## src/hdl/rx_packet_pkg.sv

```systemverilog
`default_nettype none

package rx_packet_pkg;

    // Slot 0 carries control traffic, the remaining slots carry sample data
    localparam int unsigned NUM_SLOTS = 3;
    localparam int unsigned SLOT_W = 2;

    localparam int unsigned SAMPLE_FIFO_DEPTH = 512;
    localparam int unsigned SAMPLE_PTR_W = 9;
    localparam int unsigned USED_W = 10;

    localparam int unsigned PKT_WORDS = 256;
    localparam int unsigned HDR_WORDS = 4;
    localparam int unsigned MAX_PAYLOAD_BYTES = 504;

    localparam logic [15:0] PAD_WORD = 16'hDEAD;
    localparam logic [4:0] CTRL_CHAN_CODE = 5'h1f;

    localparam int unsigned USB_FIFO_DEPTH = 512;
    localparam int unsigned USB_PTR_W = 9;
    localparam int unsigned USB_CNT_W = 10;

    // First header word, most significant field first
    typedef struct packed {
        logic [2:0] mbz;
        logic [3:0] tag;
        logic [8:0] payload_len;
    } pkt_hdr0_t;

    typedef struct packed {
        logic       overrun;
        logic       underrun;
        logic       dropped;
        logic [1:0] burst;
        logic [5:0] rssi;
        logic [4:0] chan;
    } pkt_hdr1_t;

    typedef struct packed {
        logic        wr;
        logic [15:0] data;
    } sample_in_t;

    typedef enum logic [2:0] {
        IDLE,
        HEADER1,
        HEADER2,
        TIMESTAMP_LO,
        TIMESTAMP_HI,
        FORWARD
    } builder_state_e;

endpackage

`default_nettype wire

```

## src/hdl/rx_rssi_meter.sv

```systemverilog
`timescale 1ns/1ns
`default_nettype none

module rx_rssi_meter (
    input  logic                     rxclk,
    input  logic                     reset,
    input  rx_packet_pkg::sample_in_t sample,
    input  logic                     ack_flags,
    output logic [5:0]               rssi
);

    logic [15:0] magnitude;
    logic [15:0] peak;

    // Two's complement magnitude, so full-scale negative gives 16'h8000
    always_comb begin
        if (sample.data[15]) begin
            magnitude = ~sample.data + 16'd1;
        end else begin
            magnitude = sample.data;
        end
    end

    always_ff @(posedge rxclk) begin
        if (reset) begin
            peak <= '0;
        end else if (ack_flags) begin
            // The peak restarts with the sample that arrives during the ack
            if (sample.wr) begin
                peak <= magnitude;
            end else begin
                peak <= '0;
            end
        end else if (sample.wr && (magnitude > peak)) begin
            peak <= magnitude;
        end
    end

    assign rssi = peak[14:9];

endmodule

`default_nettype wire

```

## config.mk

```make
export PLATFORM = sky130hd
export DESIGN_NAME = rx_rssi_meter
export DESIGN_NICKNAME = d
export VERILOG_FILES = /design/src/hdl/rx_packet_pkg.sv /design/src/hdl/rx_rssi_meter.sv
export SDC_FILE = /design/constraint.sdc
export NUM_CORES = 1
export LEC_CHECK = 0
export BUFFER_PORTS_ARGS = -buffer_cell sky130_fd_sc_hd__buf_4
export CAP_MARGIN = 10
export CORE_AREA = 5 5 61 63
export DETAILED_ROUTE_END_ITERATION = 7
export DIE_AREA = 0 0 66 68
export GPL_ROUTABILITY_DRIVEN = 0
export PLACE_DENSITY = 0.78
export REMOVE_ABC_BUFFERS = 1
export SYNTH_ARGS = -nofsm -noshare
export SYNTH_HDL_FRONTEND = slang
export SYNTH_SLANG_ARGS = --single-unit
```

## constraint.sdc

```tcl
create_clock -name rxclk -period 6.25 [get_ports rxclk]
set_clock_uncertainty 0.05 [all_clocks]
set_input_delay 0.3125 -clock rxclk [delete_from_list [all_inputs] [get_ports rxclk]]
set_output_delay 0.3125 -clock rxclk [all_outputs]
set_load 0.01 [all_outputs]
```

==> impl_table.tex <==
\begin{tabular}{lr}
\hline
Metric & Value \\
\hline
\multicolumn{2}{l}{\textbf{STA}} \\
\quad Worst slew slack as a fraction of its limit & 46.6\% \\
\quad Final-report hold violation count & 0 \\
\quad Worst Slack Setup Final & 2.67 ns \\
\quad Minimum period implied by the final worst setup slack & 3.58 ns \\
\quad Actual transition at the worst max-transition pin & 0.802 ns \\
\quad Fmax & 279 MHz \\
\quad Number of setup violations in the final report & 0 \\
\quad Max Slew Vio Count & 0 \\
\quad Tcrit/Tclk final & 57.3\% \\
\quad Setup repair after global routing missed its margin & no \\
\quad Final TNS setup & 0 ns \\
\multicolumn{2}{l}{\textbf{Final layout}} \\
\quad Nets & 238 \\
\quad Storage cell area & 320 um2 \\
\quad Largest reg by FF count & peak \\
\quad Signed area change from the synthesized netlist to the final layout & 15.1\% \\
\quad Max reg flops & 16 \\
\quad Number of filler cells placed in the layout & 298 \\
\quad Final design instance area without fill & 1740 um2 \\
\quad Ant diodes & 0 \\
\quad Layout cell share with drive strength beyond 1 & 20.0\% \\
\quad Area occupied by multi-input gates & 1060 um2 \\
\quad Layout Cells excl Fill & 246 \\
\quad Utilization after layout & 54.7\% \\
\quad Largest registers & peak (16) \\
\multicolumn{2}{l}{\textbf{Detailed routing}} \\
\quad Detailed Route Iter0 Violations & 74 \\
\quad DRC violation count after routing & 0 \\
\quad Detailed Route WL & 3380 um \\
\quad Wirelength per Cell & 13.7 um \\
\quad DR vias & 1360 \\
\quad First-pass detailed-route iteration total & 4 \\
\quad Ratio of routed vias to standard cells & 5.53 \\
\quad Count of antenna-violating nets left after detailed routing & 0 \\
\multicolumn{2}{l}{\textbf{Clock network}} \\
\quad CTS H-tree depth & 1 \\
\quad Quantity of hold-fixing buffers added after cts & 0 \\
\quad CTS max path bufs & 2 \\
\quad Number of sinks driven by the clock tree & 16 \\
\quad Number of cells upsized or downsized after cts & 0 \\
\quad Clk\_lat worst skew & 0.31 ns \\
\quad CTS Root Buffer Type & sky130\_fd\_sc\_hd\_\_clkbuf\_4 \\
\quad Number of post-CTS setup repair buffers & 0 \\
\quad Clock buffer count from CTS & 3 \\
\quad Clock-pin slew on the worst setup and hold paths & 0.10 ns \\
\quad CTS tree & done \\
\multicolumn{2}{l}{\textbf{Global route}} \\
\quad Largest net degree at the start of global routing & 18 \\
\quad Initial antenna violation count & 0 \\
\quad First-pass GRT wire length & 5640 um \\
\quad Total track usage & 16.2\% \\
\quad GRT Residual Overflow & 0 \\
\quad Number of global-route vias before repair & 1285 \\
\multicolumn{2}{l}{\textbf{Synthesis}} \\
\quad Syn Inst Count & 180 \\
\quad Most common flop cell mapped by yosys & sky130\_fd\_sc\_hd\_\_dfxtp\_1 \\
\quad Fraction of registers with async set/reset & 0\% \\
\quad Sequential-to-total area share from yosys stat & 21.2\% \\
\quad Number of register bits inferred by synthesis & 16 \\
\quad Syn Std Cell Area & 1510 um2 \\
\quad Number of unique standard cell types used by synthesis & 40 \\
\quad Per-instance average area after synthesis & 8.40 um2 \\
\quad Number of warning messages in the yosys log & 0 \\
\quad Count of flip-flops with a built-in enable after synthesis & 0 \\
\multicolumn{2}{l}{\textbf{Worst hold path}} \\
\quad Source of the worst hold timing path & sample[0] \\
\quad Type of the most critical hold path & input pin to flop \\
\multicolumn{2}{l}{\textbf{Outcome}} \\
\quad Status & complete, no violations \\
\multicolumn{2}{l}{\textbf{Worst setup path}} \\
\quad Critical register-to-register path startpoint & peak[12] \\
\quad Critical Path End Type & flop \\
\quad Element type at the critical path start & input pin \\
\quad Arrival time reported for the critical path endpoint & 3.77 ns \\
\quad Critical-path maximum fanout & 6 \\
\quad First element of the critical path & sample[0] \\
\quad Critical Path Max Stage Delay & 0.59 ns \\
\quad Cell Chain, Critical Path & buf\_4, inv\_1, ha\_1, or4b\_4, nor4\_1, o211ai\_2, ha\_1, nand4\_1, a2111o\_1, a32oi\_1, buf\_4, mux2i\_1 \\
\quad Data required time at the worst endpoint & 6.44 ns \\
\quad Worst-path cell with the longest stage delay & sky130\_fd\_sc\_hd\_\_a32oi\_1 \\
\quad Startpoint-to-endpoint class of the critical path & input pin to flop \\
\multicolumn{2}{l}{\textbf{Job}} \\
\quad MaxCap Viol Count & 0 \\
\multicolumn{2}{l}{\textbf{Pwr}} \\
\quad Cell Pwr Density & 203 nW/um2 \\
\quad VDD IR max & 0.0692 mV \\
\quad Proportion of power drawn by flip-flops and latches & 35.3\% \\
\quad Power share of the combinational group & 43.3\% \\
\quad Fraction of power spent switching nets & 36.9\% \\
\quad Pleak & 0.721 nW \\
\quad Switching power & 0.000130 W \\
\quad Clock network power share & 21.4\% \\
\quad P\_int & 0.000223 W \\
\multicolumn{2}{l}{\textbf{Floorplan}} \\
\quad Initial standard-cell utilization of the core & 47.5\% \\
\quad Overall die width & 66 um \\
\quad Die area & 4490 um2 \\
\quad Standard-cell rows & 21 \\
\quad Die Y-Extent & 68 um \\
\quad Core Footprint & 3180 um2 \\
\quad Number of placed I/O pins & 26 \\
\multicolumn{2}{l}{\textbf{Placement}} \\
\quad Placed instance count & 242 \\
\quad Detailed Place HPWL & 2750 um \\
\quad Port buffer count & 25 \\
\quad Pre-CTS WS & 2.39 ns \\
\quad Placed Instance Area & 1700 um2 \\
\hline
\end{tabular}
==> through the flow <==
| step | power (W) | hold slack, ns |
|---|---|---|
| 2_1_floorplan | 0.000227 | 0.388 |
| 3_3_place_gp | 0.000274 | 0.399 |
| 3_5_place_dp | 0.000279 | 0.408 |
| 4_1_cts | 0.000354 | 0.234 |
| 5_1_grt | 0.000381 | 0.240 |
| 6_report | 0.000353 | 0.229 |
==> path summary, 6_finish.rpt <==
path	endpoint	slack [ns]	cells after the start
max	peak[4]	2.67	12
min reg2reg	peak[1]	0.42	2
min	peak[0]	0.23	3
max reg2reg	peak[4]	3.62	7
==> kinds of logic after synthesis <==
logic type,after synthesis,share of synthesized area (%)
buffers and inverters,29,8.77
AND/OR/NAND/NOR,58,23.1
XOR/XNOR,12,6.95
AO/OA/AOI/OAI,37,18.6
flip-flops,16,21.2
adder cells (fa/ha/maj),17,14.1
multiplexers,11,7.29
==> metal layers <==
metal  GRT usage, %  part of all wire, %
met1           20.5                   44
met4           7.61                  2.9
met2           27.5                   47
met3           1.97                  6.3
met5              0                    0
==> critical path, delay by kind of cell <==
kind                       cells  cell delay (ns)
AOI/OAI and AO/OA              3             1.23
and+or+nand+nor                3             1.03
adders and majority gates      2             0.50
buffers and inverters          3             0.49
muxes                          1             0.19
==> placed cells by master (no fill, tap or decap), drive strengths merged, types with 2 or more instances in the layout <==
cell	count
buf	26
inv	19
nand2	17
ha	17
dfxtp	16
nand2b	14
xnor2	12
mux2i	11
a21oi	11
o21ai	6
or4	6
nand4	5
a22oi	5
or3	4
o31ai	4
clkbuf	4
nor3	3
o41ai	3
nor4	2
or4b	2
o211ai	2
==> power groups by stage <==
stage	clock [W]	combinational, W	sequential, W
after floorplan	0	0.0000976	0.000129
after global placement	0	0.000148	0.000126
after detailed placement	0	0.000152	0.000127
after CTS	0.0000757	0.000154	0.000125
after global routing	0.0000823	0.000172	0.000127
final	0.0000756	0.000153	0.000125
==> Yosys cell counts, types with 5 or more instances <==
master / n / area share (%)
sky130_fd_sc_hd__a21oi_1: 9 / 3.0
sky130_fd_sc_hd__o21ai_0: 5 / 1.7
sky130_fd_sc_hd__nand4_1: 5 / 2.1
sky130_fd_sc_hd__buf_4: 6 / 3.0
sky130_fd_sc_hd__inv_1: 19 / 4.7
sky130_fd_sc_hd__mux2i_1: 11 / 7.3
sky130_fd_sc_hd__ha_1: 17 / 14
sky130_fd_sc_hd__nand2b_1: 14 / 5.8
sky130_fd_sc_hd__xnor2_1: 12 / 7.0
sky130_fd_sc_hd__dfxtp_1: 16 / 21
sky130_fd_sc_hd__nand2_1: 17 / 4.2
==> layout make-up <==
type | instances | share of cell area [%]
Multi-Input combinational cell | 135 | 60.9
Sequential cell | 16 | 18.4
Timing Repair Buffer | 26 | 11.2
Inverter | 19 | 4.10
Tap cell | 46 | 3.31
Clock buffer | 4 | 2.09
(Power assumes the default switching activity.)
