File: src/hdl/rx_packet_pkg.sv
`default_nettype none

package rx_packet_pkg;

    // Slot 0 carries control traffic, the remaining slots carry sample data
    localparam int unsigned NUM_SLOTS = 3;
    localparam int unsigned SLOT_W = 2;

    localparam int unsigned SAMPLE_FIFO_DEPTH = 512;
    localparam int unsigned SAMPLE_PTR_W = 9;
    localparam int unsigned USED_W = 10;

    localparam int unsigned PKT_WORDS = 256;
    localparam int unsigned HDR_WORDS = 4;
    localparam int unsigned MAX_PAYLOAD_BYTES = 504;

    localparam logic [15:0] PAD_WORD = 16'hDEAD;
    localparam logic [4:0] CTRL_CHAN_CODE = 5'h1f;

    localparam int unsigned USB_FIFO_DEPTH = 512;
    localparam int unsigned USB_PTR_W = 9;
    localparam int unsigned USB_CNT_W = 10;

    // First header word, most significant field first
    typedef struct packed {
        logic [2:0] mbz;
        logic [3:0] tag;
        logic [8:0] payload_len;
    } pkt_hdr0_t;

    typedef struct packed {
        logic       overrun;
        logic       underrun;
        logic       dropped;
        logic [1:0] burst;
        logic [5:0] rssi;
        logic [4:0] chan;
    } pkt_hdr1_t;

    typedef struct packed {
        logic        wr;
        logic [15:0] data;
    } sample_in_t;

    typedef enum logic [2:0] {
        IDLE,
        HEADER1,
        HEADER2,
        TIMESTAMP_LO,
        TIMESTAMP_HI,
        FORWARD
    } builder_state_e;

endpackage

`default_nettype wire

File: src/hdl/packet_builder.sv
`timescale 1ns/1ns
`default_nettype none

module packet_builder (
    input  logic                                                       rxclk,
    input  logic                                                       reset,
    input  logic [31:0]                                                adctime,
    input  logic [rx_packet_pkg::SLOT_W-1:0]                           last_slot,
    input  logic [rx_packet_pkg::NUM_SLOTS-1:0][15:0]                  chan_data,
    input  logic [rx_packet_pkg::NUM_SLOTS-1:0]                        chan_empty,
    input  logic [rx_packet_pkg::NUM_SLOTS-1:0][rx_packet_pkg::USED_W-1:0] chan_used,
    input  logic [rx_packet_pkg::NUM_SLOTS-1:0]                        chan_overrun,
    input  logic [rx_packet_pkg::NUM_SLOTS-1:0]                        underrun,
    input  logic [rx_packet_pkg::NUM_SLOTS-1:0][5:0]                   rssi,
    output logic [rx_packet_pkg::NUM_SLOTS-1:0]                        chan_rdreq,
    output logic [rx_packet_pkg::NUM_SLOTS-1:0]                        ack_flags,
    output logic                                                       wr,
    output logic [15:0]                                                fifodata,
    input  logic                                                       have_space
);

    rx_packet_pkg::builder_state_e state;

    logic [rx_packet_pkg::SLOT_W-1:0] scan_ptr;
    logic [rx_packet_pkg::SLOT_W-1:0] sel;
    logic                             slot_ready;
    logic                             scan_wrap;
    logic [rx_packet_pkg::USED_W:0]   used_bytes;
    logic [8:0]                       len_now;
    logic [8:0]                       payload_len;
    logic [7:0]                       word_cnt;
    logic                             popping;
    logic                             last_word;

    rx_packet_pkg::pkt_hdr0_t hdr0;
    rx_packet_pkg::pkt_hdr1_t hdr1;

    // Slot numbers past the last physical slot are never ready
    always_comb begin
        slot_ready = 1'b0;
        if (scan_ptr < rx_packet_pkg::SLOT_W'(rx_packet_pkg::NUM_SLOTS)) begin
            slot_ready = !chan_empty[scan_ptr];
        end
    end

    assign scan_wrap = (scan_ptr == last_slot);

    assign used_bytes = {chan_used[sel], 1'b0};
    assign len_now    = (used_bytes >
                         (rx_packet_pkg::USED_W + 1)'(rx_packet_pkg::MAX_PAYLOAD_BYTES))
                        ? 9'(rx_packet_pkg::MAX_PAYLOAD_BYTES) : used_bytes[8:0];

    assign popping   = (word_cnt < payload_len[8:1]);
    assign last_word = (word_cnt ==
                        8'(rx_packet_pkg::PKT_WORDS - rx_packet_pkg::HDR_WORDS - 1));

    always_comb begin
        hdr0             = '0;
        hdr0.payload_len = len_now;

        hdr1 = '0;
        if (sel == '0) begin
            hdr1.chan = rx_packet_pkg::CTRL_CHAN_CODE;
        end else begin
            hdr1.chan     = 5'(sel - 1'b1);
            hdr1.rssi     = rssi[sel];
            hdr1.overrun  = chan_overrun[sel];
            hdr1.underrun = underrun[sel];
        end
    end

    always_ff @(posedge rxclk) begin
        if (reset) begin
            state    <= rx_packet_pkg::IDLE;
            scan_ptr <= '0;
            sel      <= '0;
            word_cnt <= '0;
        end else begin
            case (state)
                rx_packet_pkg::IDLE: begin
                    // Only start when a whole packet is guaranteed to fit
                    if (have_space) begin
                        if (slot_ready) begin
                            sel   <= scan_ptr;
                            state <= rx_packet_pkg::HEADER1;
                        end
                        scan_ptr <= scan_wrap ? '0 : scan_ptr + 1'b1;
                    end
                end
                rx_packet_pkg::HEADER1: begin
                    state <= rx_packet_pkg::HEADER2;
                end
                rx_packet_pkg::HEADER2: begin
                    state <= rx_packet_pkg::TIMESTAMP_LO;
                end
                rx_packet_pkg::TIMESTAMP_LO: begin
                    state <= rx_packet_pkg::TIMESTAMP_HI;
                end
                rx_packet_pkg::TIMESTAMP_HI: begin
                    word_cnt <= '0;
                    state    <= rx_packet_pkg::FORWARD;
                end
                rx_packet_pkg::FORWARD: begin
                    word_cnt <= word_cnt + 1'b1;
                    if (last_word) begin
                        state <= rx_packet_pkg::IDLE;
                    end
                end
                default: begin
                    state <= rx_packet_pkg::IDLE;
                end
            endcase
        end
    end

    // The length is fixed when the first header word goes out
    always_ff @(posedge rxclk) begin
        if (state == rx_packet_pkg::HEADER1) begin
            payload_len <= len_now;
        end
    end

    always_comb begin
        wr         = 1'b1;
        fifodata   = '0;
        chan_rdreq = '0;
        ack_flags  = '0;
        case (state)
            rx_packet_pkg::HEADER1: begin
                fifodata = hdr0;
            end
            rx_packet_pkg::HEADER2: begin
                fifodata       = hdr1;
                ack_flags[sel] = 1'b1;
            end
            rx_packet_pkg::TIMESTAMP_LO: begin
                fifodata = adctime[15:0];
            end
            rx_packet_pkg::TIMESTAMP_HI: begin
                fifodata = adctime[31:16];
            end
            rx_packet_pkg::FORWARD: begin
                if (popping) begin
                    fifodata        = chan_data[sel];
                    chan_rdreq[sel] = 1'b1;
                end else begin
                    fifodata = rx_packet_pkg::PAD_WORD;
                end
            end
            default: begin
                wr = 1'b0;
            end
        endcase
    end

endmodule

`default_nettype wire

File: config.mk
export PLATFORM = sky130hd
export DESIGN_NAME = packet_builder
export DESIGN_NICKNAME = d
export VERILOG_FILES = /design/src/hdl/rx_packet_pkg.sv /design/src/hdl/packet_builder.sv
export SDC_FILE = /design/constraint.sdc
export NUM_CORES = 1
export LEC_CHECK = 0
export ABC_AREA = 1
export BUFFER_PORTS_ARGS = -buffer_cell sky130_fd_sc_hd__buf_2
export CORE_MARGIN = 4
export CORE_UTILIZATION = 25
export DETAILED_ROUTE_END_ITERATION = 16
export PLACE_DENSITY = 0.65
export SLEW_MARGIN = 40
export SYNTH_ARGS = -nofsm -noshare
export SYNTH_HDL_FRONTEND = slang
export SYNTH_SLANG_ARGS = --single-unit
export TNS_END_PERCENT = 5
File: constraint.sdc
create_clock -name rxclk -period 1.5 [get_ports rxclk]
set_input_delay 0 -clock rxclk [delete_from_list [all_inputs] [get_ports rxclk]]
set_output_delay 0 -clock rxclk [all_outputs]
set_load 0.005 [all_outputs]
==> results.cfg <==
[worst_setup_path]
critPathMaxStageDelay_ns = 0.38
crit-reg2reg-launch = sel[0]
timing.rr.end = payload_len[2]
path_buf_inv = 3
required_ns = 1.50
endpoint_kind = output pin
r2r_cells = 9
cp-endpoint = fifodata[2]
reg2reg_slack_ns = -0.05
crit_top_cell = a21oi_2
arrival_ns = 1.84
crit_cells = 9
critPathKind = flip-flop to output pin
crit_path_cell_trace = inv_2 -> ha_4 -> a21oi_2 -> o21a_1 -> buf_6 -> nand3_1 -> a21oi_2 -> nand2_1 -> buf_2
start_kind = flip-flop
path_max_fanout = 3
cp_top_family = compound AO/OA/AOI/OAI gates
cp-startpoint = payload_len[6]
crit_slowest_cell = edfxtp_1

[sta]
slew_headroom = 0.7831
timing.final.ws_setup_ns = -0.3390
fin_crit_ns = 1.839
finalMaxSlewViolations = 0
fmax_mhz = 543.8
skew_ns = 0.006412
period_share = 1.226
hold_viol = 0
grt_setup_unrepaired = yes
setup_viol = 21
tightest_slew_ns = 0.3249

[global_route]
overflow = 0
grt_pass1_wl_um = 15280
grt_usage = 0.1589
grt_pass1_vias = 3458
antenna_found_initial = 0
grt_max_degree = 19

[clock_tree]
clock_latency_ns = 0.27
clk_pin_slew_worst_paths_ns = 0.09
clockBufferDepth = 2
clock-sinks = 23
htree_levels = 1
holdBufCountCts = 0
tritoncts.num_buffers = 3
cts_tree = built
root_buffer = clkbuf_8

[detailed_routing]
avgViaCountPerCell = 4.596
via_count = 3576
drt-pass1-iter-count = 4
drt_iter0_markers = 170
drc = 0
drt-total-wl_um = 10010
final_antenna_net_count = 0
detail_route.wl_per_cell_um = 12.87

[synth]
synth_edf_count = 8
synth_top_area_share = 0.2426
avgSynthCellArea_um2 = 5.788
synth-seq-cells = 23
synthArstFlopShare = 0
yosysMostFrequentCell = nand2_1
ys_warn_count = 0
syn-cell-area_um2 = 2552
synth_cell_type_count = 31
yosysSeqAreaShare = 0.2118
synthCells = 441
synth.area.top_cells = nand2_1, dfxtp_1, edfxtp_1
ys_top_cells_by_count = nand2_1, inv_1, nand3_1
yosys_most_used_dff = dfxtp_1
synth.largest_area_cell = nand2_1
syn_nets = 596

[floorplan]
die_area_um2 = 11890
rows = 36
start_util = 0.2588
core_area_um2 = 9864
pin_count = 165
die_w_um = 109.0
die_h_um = 109.0

[power_and_ir_drop]
p_per_area_nw_per_um2 = 662.1
ir_drop_v = 0.0002669
total_power_mw = 2.705
leakagePower_nw = 2.229

[final_layout]
nFillCells = 1069
drive_gt1_frac = 0.4155
area_delta_synth_final_pct = 60.05
fin_cells = 778
layout.nets = 801
diodes = 0

[status]
status = finished, violations left
failed_checks = setup timing

[place]
place_congestion = 0.9023
dp_hpwl_um = 8541
portBuffers = 164
place_inst = 771

[hold_path]
hp-class = input pin to flip-flop

[flow_run]
cap_violations = 0
[logic make-up after synthesis]
kind of cell	Yosys count	synth area share
buffers and inverters	76	0.1196
AOI/OAI and AO/OA	76	0.1804
DFF	23	0.2118
xor gates and xnor gates	2	0.006864
adders and majority gates	13	0.06373
and+or+nand+nor	251	0.4176
[sequential cells by signal (all words and copies together) (netlist names)]
register	count
payload_len	8
scan_ptr	2
sel	2
state	3
word_cnt	8
[layout by cell type, fill, tap and decap left out, types with 6 or more instances in the layout]
cell / count
nand2_2: 8
inv_1: 53
a21oi_2: 6
a21oi_1: 33
a22o_1: 13
nand2_1: 161
nand3_1: 37
buf_6: 7
o21ai_0: 8
dfxtp_1: 11
ha_1: 11
buf_2: 163
edfxtp_1: 8
nand3_2: 8
nor2_1: 17
buf_4: 44
[metrics by stage]
| stage | setup TNS (ns) | hold WS [ns] | area (µm²) | setup WS (ns) | util |
|---|---|---|---|---|---|
| floorplan | 0 | 0.07847 | 2554 | 0.009705 | - |
| global placement | -3.371 | 0.2836 | 3837 | -0.2389 | 0.3890 |
| detailed placement | -4.125 | 0.2847 | 3837 | -0.2765 | 0.3890 |
| CTS | -6.028 | 0.07598 | 4021 | -0.3486 | 0.4077 |
| global route | -8.364 | 0.09224 | 4085 | -0.4432 | 0.4141 |
| finish | -5.692 | 0.07606 | 4085 | -0.3390 | 0.4141 |
[metal layers]
layer / part of all wire / vias to the layer above / track usage
met4: 0.015 / 0 / 0.03787
met5: 0 / - / 0
met3: 0.056 / 12 / 0.02960
met2: 0.53 / 112 / 0.2982
met1: 0.40 / 1606 / 0.1842
li1: - / 1846 / -
[worst min path at each step]
stage	from	to	slack, ns	cells after the start
after floorplan	reset	scan_ptr[0]	0.08	1
after global placement	adctime[29]	fifodata[13]	0.28	4
after detailed placement	adctime[13]	fifodata[13]	0.28	4
after CTS	reset	state[2]	0.08	2
after global routing	reset	state[0]	0.09	2
final	reset	state[2]	0.08	2
[final cells by class]
cell class,count,area (µm²),area share
multi-input cells,342,1839,0.4502
repair buffers,215,1245,0.3047
flip-flops and latches,23,550.5,0.1348
inverters,61,239.0,0.05850
well taps,133,166.4,0.04074
clock buffers,4,45.04,0.01103
[report_power, final]
group | switching, mW | internal (mW)
logic | 0.818 | 0.690
registers | 0.0665 | 0.735
clock network | 0.205 | 0.190
total | 1.09 | 1.62
[what timing repair did]
| item | in CTS | in global routing |
|---|---|---|
| gates resized for setup | 38 | 18 |
| pin swaps | 20 | 13 |
| setup endpoints to repair | 30 | 27 |
| buffers inserted | 3 | 0 |
No activity file was read; power rests on OpenSTA's default activity.
